--- config.mk ---
export PLATFORM = sky130hd
export DESIGN_NAME = memory_controller
export DESIGN_NICKNAME = d
export VERILOG_FILES = /design/src/design/mem_ctrl_pkg.sv /design/src/design/memory_controller.sv /design/src/design/completion_ctrl.sv /design/src/design/store_tracker.sv /design/src/design/store_arbiter.sv /design/src/design/load_arbiter.sv
export SDC_FILE = /design/constraint.sdc
export NUM_CORES = 1
export LEC_CHECK = 0
export BUFFER_PORTS_ARGS = -buffer_cell sky130_fd_sc_hd__buf_2
export CAP_MARGIN = 25
export CORE_UTILIZATION = 43
export CTS_CLUSTER_SIZE = 25
export DETAILED_ROUTE_END_ITERATION = 6
export PLACE_DENSITY = 0.77
export SLEW_MARGIN = 0
export SYNTH_ARGS = -nofsm -noshare
export SYNTH_HDL_FRONTEND = slang
export SYNTH_SLANG_ARGS = --single-unit
--- constraint.sdc ---
create_clock -name clk -period 2.45 [get_ports clk]
set_clock_uncertainty 0.15 [all_clocks]
set_input_delay 0.245 -clock clk [delete_from_list [all_inputs] [get_ports clk]]
set_output_delay 0.245 -clock clk [all_outputs]
set_load 0.02 [all_outputs]
--- src/design/mem_ctrl_pkg.sv ---
package mem_ctrl_pkg;

  // memory geometry
  localparam int addr_w = 8;
  localparam int data_w = 16;

  // port counts on the circuit side
  localparam int num_loads  = 2;
  localparam int num_stores = 2;

  // store counters and control channel count
  localparam int cnt_w = 8;

  // read request, data comes back one cycle later
  typedef struct packed {
    logic              en;
    logic [addr_w-1:0] addr;
  } mem_rd_t;

  // write request, written at the edge that samples en
  typedef struct packed {
    logic              en;
    logic [addr_w-1:0] addr;
    logic [data_w-1:0] data;
  } mem_wr_t;

endpackage
--- src/design/memory_controller.sv ---
`timescale 1ns/1ps

module memory_controller (
  input  logic                                 clk,
  input  logic                                 rst,
  // load ports
  input  logic [mem_ctrl_pkg::num_loads-1:0]   load_valid,
  output logic [mem_ctrl_pkg::num_loads-1:0]   load_ready,
  input  logic [mem_ctrl_pkg::addr_w-1:0]      load_addr [mem_ctrl_pkg::num_loads],
  output logic [mem_ctrl_pkg::num_loads-1:0]   result_valid,
  output logic [mem_ctrl_pkg::data_w-1:0]      result_data [mem_ctrl_pkg::num_loads],
  input  logic [mem_ctrl_pkg::num_loads-1:0]   result_ready,
  // store ports
  input  logic [mem_ctrl_pkg::num_stores-1:0]  store_valid,
  output logic [mem_ctrl_pkg::num_stores-1:0]  store_ready,
  input  logic [mem_ctrl_pkg::addr_w-1:0]      store_addr [mem_ctrl_pkg::num_stores],
  input  logic [mem_ctrl_pkg::data_w-1:0]      store_data [mem_ctrl_pkg::num_stores],
  // announced store count
  input  logic                                 ctrl_valid,
  input  logic [mem_ctrl_pkg::cnt_w-1:0]       ctrl_count,
  // completion handshakes
  input  logic                                 mem_start_valid,
  output logic                                 mem_start_ready,
  input  logic                                 ctrl_end_valid,
  output logic                                 ctrl_end_ready,
  output logic                                 mem_end_valid,
  input  logic                                 mem_end_ready,
  // external memory
  output mem_ctrl_pkg::mem_rd_t                rd_req,
  input  logic [mem_ctrl_pkg::data_w-1:0]      rd_data,
  output mem_ctrl_pkg::mem_wr_t                wr_req
);

  logic [mem_ctrl_pkg::num_stores-1:0] store_done;
  logic                                all_done;

  load_arbiter u_load_arbiter (
    .clk         (clk),
    .rst         (rst),
    .load_valid  (load_valid),
    .load_ready  (load_ready),
    .load_addr   (load_addr),
    .rd_req      (rd_req),
    .rd_data     (rd_data),
    .result_valid(result_valid),
    .result_data (result_data),
    .result_ready(result_ready)
  );

  store_arbiter u_store_arbiter (
    .clk        (clk),
    .rst        (rst),
    .store_valid(store_valid),
    .store_ready(store_ready),
    .store_addr (store_addr),
    .store_data (store_data),
    .wr_req     (wr_req),
    .store_done (store_done)
  );

  // write enable doubles as the any-grant flag
  store_tracker u_store_tracker (
    .clk        (clk),
    .rst        (rst),
    .ctrl_valid (ctrl_valid),
    .ctrl_count (ctrl_count),
    .store_grant(wr_req.en),
    .store_done (store_done),
    .all_done   (all_done)
  );

  completion_ctrl u_completion_ctrl (
    .clk            (clk),
    .rst            (rst),
    .mem_start_valid(mem_start_valid),
    .mem_start_ready(mem_start_ready),
    .ctrl_end_valid (ctrl_end_valid),
    .ctrl_end_ready (ctrl_end_ready),
    .mem_end_valid  (mem_end_valid),
    .mem_end_ready  (mem_end_ready),
    .all_done       (all_done)
  );

endmodule

--- src/design/completion_ctrl.sv ---
`timescale 1ns/1ps

module completion_ctrl (
  input  logic clk,
  input  logic rst,
  input  logic mem_start_valid,
  output logic mem_start_ready,
  input  logic ctrl_end_valid,
  output logic ctrl_end_ready,
  output logic mem_end_valid,
  input  logic mem_end_ready,
  input  logic all_done
);

  logic mem_idle;
  logic mem_done;
  logic end_ack;

  assign mem_start_ready = mem_idle;
  assign mem_end_valid   = mem_done;
  assign ctrl_end_ready  = end_ack;

  always_ff @(posedge clk or posedge rst) begin
    if (rst) begin
      mem_idle <= 1'b1;
      mem_done <= 1'b0;
      end_ack  <= 1'b0;
    end else begin
      // no more requests and every store written
      if (ctrl_end_valid && all_done) begin
        mem_done <= 1'b1;
        end_ack  <= 1'b1;
      end
      // end request acknowledged, drop ready
      if (ctrl_end_valid && end_ack) begin
        end_ack <= 1'b0;
      end
      // start accepted, leave idle
      if (mem_start_valid && mem_idle) begin
        mem_idle <= 1'b0;
      end
      // end handshake done, back to idle
      if (mem_done && mem_end_ready) begin
        mem_idle <= 1'b1;
        mem_done <= 1'b0;
      end
    end
  end

endmodule

--- src/design/store_tracker.sv ---
`timescale 1ns/1ps

module store_tracker (
  input  logic                                 clk,
  input  logic                                 rst,
  input  logic                                 ctrl_valid,
  input  logic [mem_ctrl_pkg::cnt_w-1:0]       ctrl_count,
  input  logic                                 store_grant,
  input  logic [mem_ctrl_pkg::num_stores-1:0]  store_done,
  output logic                                 all_done
);

  logic [mem_ctrl_pkg::cnt_w-1:0] expected_cnt;
  logic [mem_ctrl_pkg::cnt_w-1:0] completed_cnt;
  logic [mem_ctrl_pkg::cnt_w-1:0] done_cnt;

  // number of completion strobes this cycle
  always_comb begin
    done_cnt = '0;
    for (int i = 0; i < mem_ctrl_pkg::num_stores; i++) begin
      done_cnt = done_cnt + {{(mem_ctrl_pkg::cnt_w-1){1'b0}}, store_done[i]};
    end
  end

  always_ff @(posedge clk or posedge rst) begin
    if (rst) begin
      expected_cnt  <= '0;
      completed_cnt <= '0;
    end else begin
      if (ctrl_valid) begin
        expected_cnt <= expected_cnt + ctrl_count;
      end
      completed_cnt <= completed_cnt + done_cnt;
    end
  end

  // counts match and nothing still on its way
  assign all_done = (expected_cnt == completed_cnt) && !store_grant && !(|store_done);

endmodule

--- src/design/store_arbiter.sv ---
`timescale 1ns/1ps

module store_arbiter (
  input  logic                                 clk,
  input  logic                                 rst,
  input  logic [mem_ctrl_pkg::num_stores-1:0]  store_valid,
  output logic [mem_ctrl_pkg::num_stores-1:0]  store_ready,
  input  logic [mem_ctrl_pkg::addr_w-1:0]      store_addr [mem_ctrl_pkg::num_stores],
  input  logic [mem_ctrl_pkg::data_w-1:0]      store_data [mem_ctrl_pkg::num_stores],
  output mem_ctrl_pkg::mem_wr_t                wr_req,
  output logic [mem_ctrl_pkg::num_stores-1:0]  store_done
);

  logic [mem_ctrl_pkg::num_stores-1:0] grant;

  // fixed priority, port 0 first
  assign grant = store_valid & (-store_valid);

  assign store_ready = grant;

  // address and data both come from the granted port
  always_comb begin
    wr_req.en   = |grant;
    wr_req.addr = '0;
    wr_req.data = '0;
    for (int i = 0; i < mem_ctrl_pkg::num_stores; i++) begin
      if (grant[i]) begin
        wr_req.addr = store_addr[i];
        wr_req.data = store_data[i];
      end
    end
  end

  // write lands at the grant edge, so done follows one cycle later
  always_ff @(posedge clk or posedge rst) begin
    if (rst) begin
      store_done <= '0;
    end else begin
      store_done <= grant;
    end
  end

endmodule

--- src/design/load_arbiter.sv ---
`timescale 1ns/1ps

module load_arbiter (
  input  logic                                 clk,
  input  logic                                 rst,
  input  logic [mem_ctrl_pkg::num_loads-1:0]   load_valid,
  output logic [mem_ctrl_pkg::num_loads-1:0]   load_ready,
  input  logic [mem_ctrl_pkg::addr_w-1:0]      load_addr [mem_ctrl_pkg::num_loads],
  output mem_ctrl_pkg::mem_rd_t                rd_req,
  input  logic [mem_ctrl_pkg::data_w-1:0]      rd_data,
  output logic [mem_ctrl_pkg::num_loads-1:0]   result_valid,
  output logic [mem_ctrl_pkg::data_w-1:0]      result_data [mem_ctrl_pkg::num_loads],
  input  logic [mem_ctrl_pkg::num_loads-1:0]   result_ready
);

  logic [mem_ctrl_pkg::num_loads-1:0] req;
  logic [mem_ctrl_pkg::num_loads-1:0] grant;
  logic [mem_ctrl_pkg::num_loads-1:0] grant_q;
  logic [mem_ctrl_pkg::data_w-1:0]    result_reg [mem_ctrl_pkg::num_loads];

  // a port only competes when its consumer can take the result
  assign req = load_valid & result_ready;

  // lowest set bit wins
  assign grant = req & (-req);

  assign load_ready = grant;

  always_comb begin
    rd_req.en   = |grant;
    rd_req.addr = '0;
    for (int i = 0; i < mem_ctrl_pkg::num_loads; i++) begin
      if (grant[i]) begin
        rd_req.addr = load_addr[i];
      end
    end
  end

  // grant delayed to line up with the returning word
  always_ff @(posedge clk or posedge rst) begin
    if (rst) begin
      grant_q      <= '0;
      result_valid <= '0;
    end else begin
      grant_q <= grant;
      for (int i = 0; i < mem_ctrl_pkg::num_loads; i++) begin
        // a regrant in the accept cycle keeps valid high
        if (grant[i]) begin
          result_valid[i] <= 1'b1;
        end else if (result_ready[i]) begin
          result_valid[i] <= 1'b0;
        end
      end
    end
  end

  // capture the word so it survives back-pressure
  always_ff @(posedge clk) begin
    for (int i = 0; i < mem_ctrl_pkg::num_loads; i++) begin
      if (grant_q[i]) begin
        result_reg[i] <= rd_data;
      end
    end
  end

  // first valid cycle shows memory data directly
  always_comb begin
    for (int i = 0; i < mem_ctrl_pkg::num_loads; i++) begin
      if (grant_q[i]) begin
        result_data[i] = rd_data;
      end else begin
        result_data[i] = result_reg[i];
      end
    end
  end

endmodule

[After elaboration in Yosys (flattened, before gate mapping)]
Memory sizes are Yosys's and may differ from the RTL's.
Cells that the tools add are included.
Cells by class
  reduce and logical (&&, ||, !) cells: 16
  add/subtract/negate cells: 5
  order comparisons: 0
  div/mod/pow operators: 0
  bitwise gates (word level): 3
  multipliers: 0
  muxes and demuxes: 19
  shift operators: 0
  equal/unequal tests: 1
Operators by type and width (number)
  $mux W24: 2
  $mux W16: 2
  $add A8 B8 Y8: 2
  $mux W8: 2
  $mux W1: 13
  $reduce_bool A2 Y1: 5
  $eq A8 B8 Y1: 1
  $and A2 B2 Y2: 3
  $logic_and A1 B1 Y1: 6
  $reduce_or A2 Y1: 3
  $neg A2 Y2: 2
  $add A1 B1 Y2: 1
  $logic_not A1 Y1: 2
Storage, ports and cells
  input port bits: 100
  output and inout port bits: 75
  bits in writable memories: 32
  memories kept: 1
  bits in registers: 25
  latch bits: 0
  ROM bits: 0
Memory list
  u_load_arbiter.result_reg: words 2, bits a word 16, read ports 2, clocked after memory_dff 0, wr ports 2, RTL line load_arbiter.sv:19  | logic [mem_ctrl_pkg::data_w-1:0] result_reg [mem_ctrl_pkg::num_loads];

[Depth between registers and ports, before layout]
  word-level depth: 9
  mapped depth: 8
  mapped depth without buffers: 8

[Modules after synthesis]
A second synthesis with hierarchy kept.
Second synthesis, totals
  cell total of the unflattened synthesis: 264
  area, all modules: 3007.9 um2
Modules (own cells, without submodules)
  load_arbiter: sequential area each 740.7 um2, instances 1, area an instance 1471.4 um2, cells an instance 111
  store_tracker: sequential area each 400.4 um2, instances 1, area an instance 1079.8 um2, cells an instance 107
  store_arbiter: sequential area each 50.0 um2, instances 1, area an instance 340.3 um2, cells an instance 36
  completion_ctrl: sequential area each 76.3 um2, instances 1, area an instance 116.4 um2, cells an instance 10

[Worst setup path after synthesis]
No wires, ideal clock.
  path type: flip-flop to flip-flop
  start: register u_store_arbiter.store_done[0] (netlist bit)
  end: register u_store_tracker.completed_cnt[6] (netlist bit)
  clock period less this slack: 1865 ps
  required time: 2177 ps
  arrival time: 1592 ps
  path buffers: 0
  slack: 585 ps
  setup time: 123 ps
  stages on the path, launching flop included: 9
  cell sequence: dfrtp_1 -> inv_1 -> ha_1 -> ha_1 -> inv_1 -> fa_1 -> nor2_1 -> nand3_1 -> xnor2_1
On the way
  cells in the longest elaborated chain, start to end: 2
RTL lines
  from (decl): RTL line store_arbiter.sv:11  | output logic [mem_ctrl_pkg::num_stores-1:0] store_done
  from (signal assigned): RTL line store_arbiter.sv:39  | store_done <= grant;
  $add A1 B1 Y2: RTL line store_tracker.sv:21  | done_cnt = done_cnt + {{(mem_ctrl_pkg::cnt_w-1){1'b0}}, store_done[i]};
  $add A8 B8 Y8: RTL line store_tracker.sv:33  | completed_cnt <= completed_cnt + done_cnt;
  to (signal assigned): RTL line store_tracker.sv:33
  to (decl): RTL line store_tracker.sv:14  | logic [mem_ctrl_pkg::cnt_w-1:0] completed_cnt;
No other way between the ends.
A chain may end at the register's enable or synchronous reset.

==> flow_metrics.py <==
metrics = {
    "clock_network": {
        "cts_tree": "built",
        "numCtsBuffers": 9,
        "root_buffer": "clkbuf_8",
        "path_clk_slew_ns": 0.06,
        "ctsResizeCount": 0,
        "htree_levels": 3,
        "cts_sinks": 57,
        "clk_latency_ns": 0.33,
        "clockBufferDepth": 2,
    },
    "synth": {
        "postSynthAreaPerCell_um2": 11.32,
        "synthFlopType": "dfxtp_1",
        "yosysTopAreaCell": "dfxtp_1",
        "syn_nets": 358,
        "synth.most_common_cell": "mux2_2",
        "ys_top_cells_by_area": "dfxtp_1 23%, dfrtp_1 22%, mux2_2 14%",
        "netlist_instances": 245,
        "netlist.area_leader.share": 0.2310,
        "yosysWarnings": 0,
        "synth_seq_cells": 57,
        "netlist_area_um2": 2773,
        "ys_types": 41,
        "ys_seq_area_frac": 0.4571,
        "synth-edff-count": 0,
        "synthTopCellsByCount": "34 x mux2_2, 32 x a22o_1, 32 x dfxtp_1, 24 x dfrtp_1, 15 x inv_1",
        "async_flop_share": 0.4386,
    },
    "outcome": {
        "outcome": "finished clean",
    },
    "detailed_routing": {
        "drc": 0,
        "antenna_left": 0,
        "wl_per_cell_um": 13.82,
        "vias": 2485,
        "totalWireLength_mm": 6.977,
        "drt-initial-drc-count": 54,
        "firstDrtPassIters": 4,
        "via_per_inst": 4.921,
    },
    "layout": {
        "drive_above_1_share": 0.5372,
        "largest_reg_flops": 32,
        "area.sequential_um2": 1267,
        "num_antenna_cells": 0,
        "synthToLayoutAreaGrowth_pct": 42.33,
        "fin_nets": 539,
        "multi_input_area_um2": 1384,
        "fillers": 519,
    },
    "global_route": {
        "grt_usage": 0.2005,
        "grt_overflow": 0,
        "grt_pass1_wl_mm": 9.887,
        "grt_pass1_vias": 2262,
        "grt_max_degree": 29,
        "antenna_found_initial": 0,
    },
    "setup_path": {
        "crit_chain": "dlygate4sd3_1, buf_2, nand2_1, nor2_1, a22o_1, buf_2",
        "critPathSlowestCell": "dlygate4sd3_1",
        "worstPathArrival_ns": 1.84,
        "required_ns": 2.06,
        "cpMostUsedCell": "buf_2",
        "critPathMaxFanout": 10,
        "critPathCaptureType": "output port",
        "path_buf_inv": 3,
        "crit_family": "buffers and inverters",
        "criticalPathCategory": "in2out",
        "rrSetupSlack_ns": 0.47,
        "rr_worst_depth": 8,
        "worstReg2RegEnd": "u_store_tracker.completed_cnt[6]$_DFF_PP0_",
        "crit_path_max_incr_delay_ns": 0.52,
        "crit_start": "result_ready[1]",
        "cp-start-kind": "input port",
        "timing.rr.start": "u_store_arbiter.store_done[0]$_DFF_PP0_",
    },
    "power": {
        "ir_drop_v": 0.0005631,
        "power_density_nw_per_um2": 871.3,
        "power.leakage_nw": 2.064,
    },
    "sta": {
        "grt_setup_unrepaired": "no",
        "worstMarginPinSlew_ns": 0.6629,
        "period_share": 0.9106,
        "drv_slew": 0,
        "fmax_mhz": 448.2,
        "tns_ns": 0,
        "hold_viol": 0,
        "relSlewSlack": 0.5581,
        "fin_crit_ns": 2.231,
        "setup_viol": 0,
        "finalWorstSetupSlack_ns": 0.2190,
    },
    "min_path": {
        "hold_path_depth": 2,
        "min_to": "u_load_arbiter.result_reg[0][7]$_DFF_P_",
        "holdCritStartpoint": "rd_data[7]",
        "hold_class": "in2reg",
    },
    "run": {
        "cap_violations": 0,
    },
    "floorplanning": {
        "die_w_um": 82.30,
        "initial_core_util": 0.4575,
        "coreArea_um2": 6061,
        "ios": 175,
        "die_h_um": 82.30,
        "rows": 28,
        "fp.dieArea_um2": 6773,
    },
    "place": {
        "io_buffers": 174,
        "gp_congestion": 0.7775,
        "dpl.hpwl_mm": 5.504,
        "pre_cts_ws_ns": 0.4552,
    },
}
## cell families after synthesis
logic type	Yosys count	share of synthesized area
adders and majority gates	13	0.06408
AOI/OAI and AO/OA	58	0.1697
muxes	39	0.1579
xor gates and xnor gates	17	0.05370
buffers and inverters	29	0.04467
and+or+nand+nor	32	0.05280
DFF	57	0.4571
## power by group
part / switching (mW) / leakage, nW / internal (mW) / total (mW)
clock network: 0.350 / 0.0950 / 0.450 / 0.800
logic: 0.681 / 1.39 / 0.624 / 1.31
registers: 0.174 / 0.577 / 1.16 / 1.33
total: 1.21 / 2.06 / 2.23 / 3.44
## placed cells by master, fill, tap and decap left out, types with 2 or more instances in the layout
master,instances
a21oi_1,3
nand2_1,10
clkbuf_8,10
dlygate4sd3_1,7
nor2_1,9
buf_4,3
mux2i_1,4
mux2_2,34
clkbuf_1,2
dfrtp_1,24
a22o_1,32
xor2_1,12
dfxtp_1,32
nor2b_1,2
a21o_1,3
o21bai_1,2
o21ai_0,4
a211oi_1,2
buf_2,174
nand3_1,3
inv_1,15
nor3_1,3
xnor2_1,5
fa_1,2
ha_1,11
## how the worst max path moves through the flow
stage	depth (start not counted)	end
3_5_place_dp	8	u_store_tracker.completed_cnt[6]$_DFF_PP0_
5_1_grt	6	rd_req[4]
3_3_place_gp	8	u_store_tracker.completed_cnt[6]$_DFF_PP0_
4_1_cts	6	rd_req[5]
2_1_floorplan	8	u_store_tracker.completed_cnt[6]$_DFF_PP0_
6_report	6	rd_req[5]
## routing by layer
metal / track usage / wire, µm / share of wire / vias to the layer above
li1: - / - / - / 1238
met1: 0.2173 / 2817 / 0.40 / 1130
met2: 0.3521 / 3483 / 0.50 / 109
met3: 0.08352 / 602 / 0.086 / 8
met4: 0.06491 / 74 / 0.011 / 0
met5: 0 / 0 / 0 / -
## per-stage QoR
step	hold slack [ns]	total power [mW]	instances	area, µm²	utilization
final	0.01703	3.438	505	3946	0.6511
after global routing	0.001773	3.690	505	3946	0.6511
after CTS	0.001291	3.474	505	3946	0.6511
after detailed placement	0.1731	2.652	483	3695	0.6096
after global placement	0.1607	2.616	483	3695	0.6096
after floorplan	0.1216	2.274	245	2773	-
## timing repair
action / CTS / global route
buffers inserted: 0 / 0
endpoints found under the hold margin: 29 / 0
hold buffers: 7 / 0
## area by class of cell
cell class	count	area share
Clock buffer	13	0.04312
Clock inverter	2	0.002854
Inverter	15	0.01427
Multi-Input combinational cell	159	0.3507
Sequential cell	57	0.3212
Tap cell	75	0.02378
Timing Repair Buffer	184	0.2441
## worst reg2reg max path, stage by stage, from the launching register on
cell and delay, ns:
dfrtp_1 0.35, inv_1 0.05, ha_1 0.27, ha_1 0.16
inv_1 0.06, fa_1 0.41, nor2_1 0.18, nand3_1 0.11
xnor2_1 0.13
Note: power is estimated with default switching activity, not from simulation.
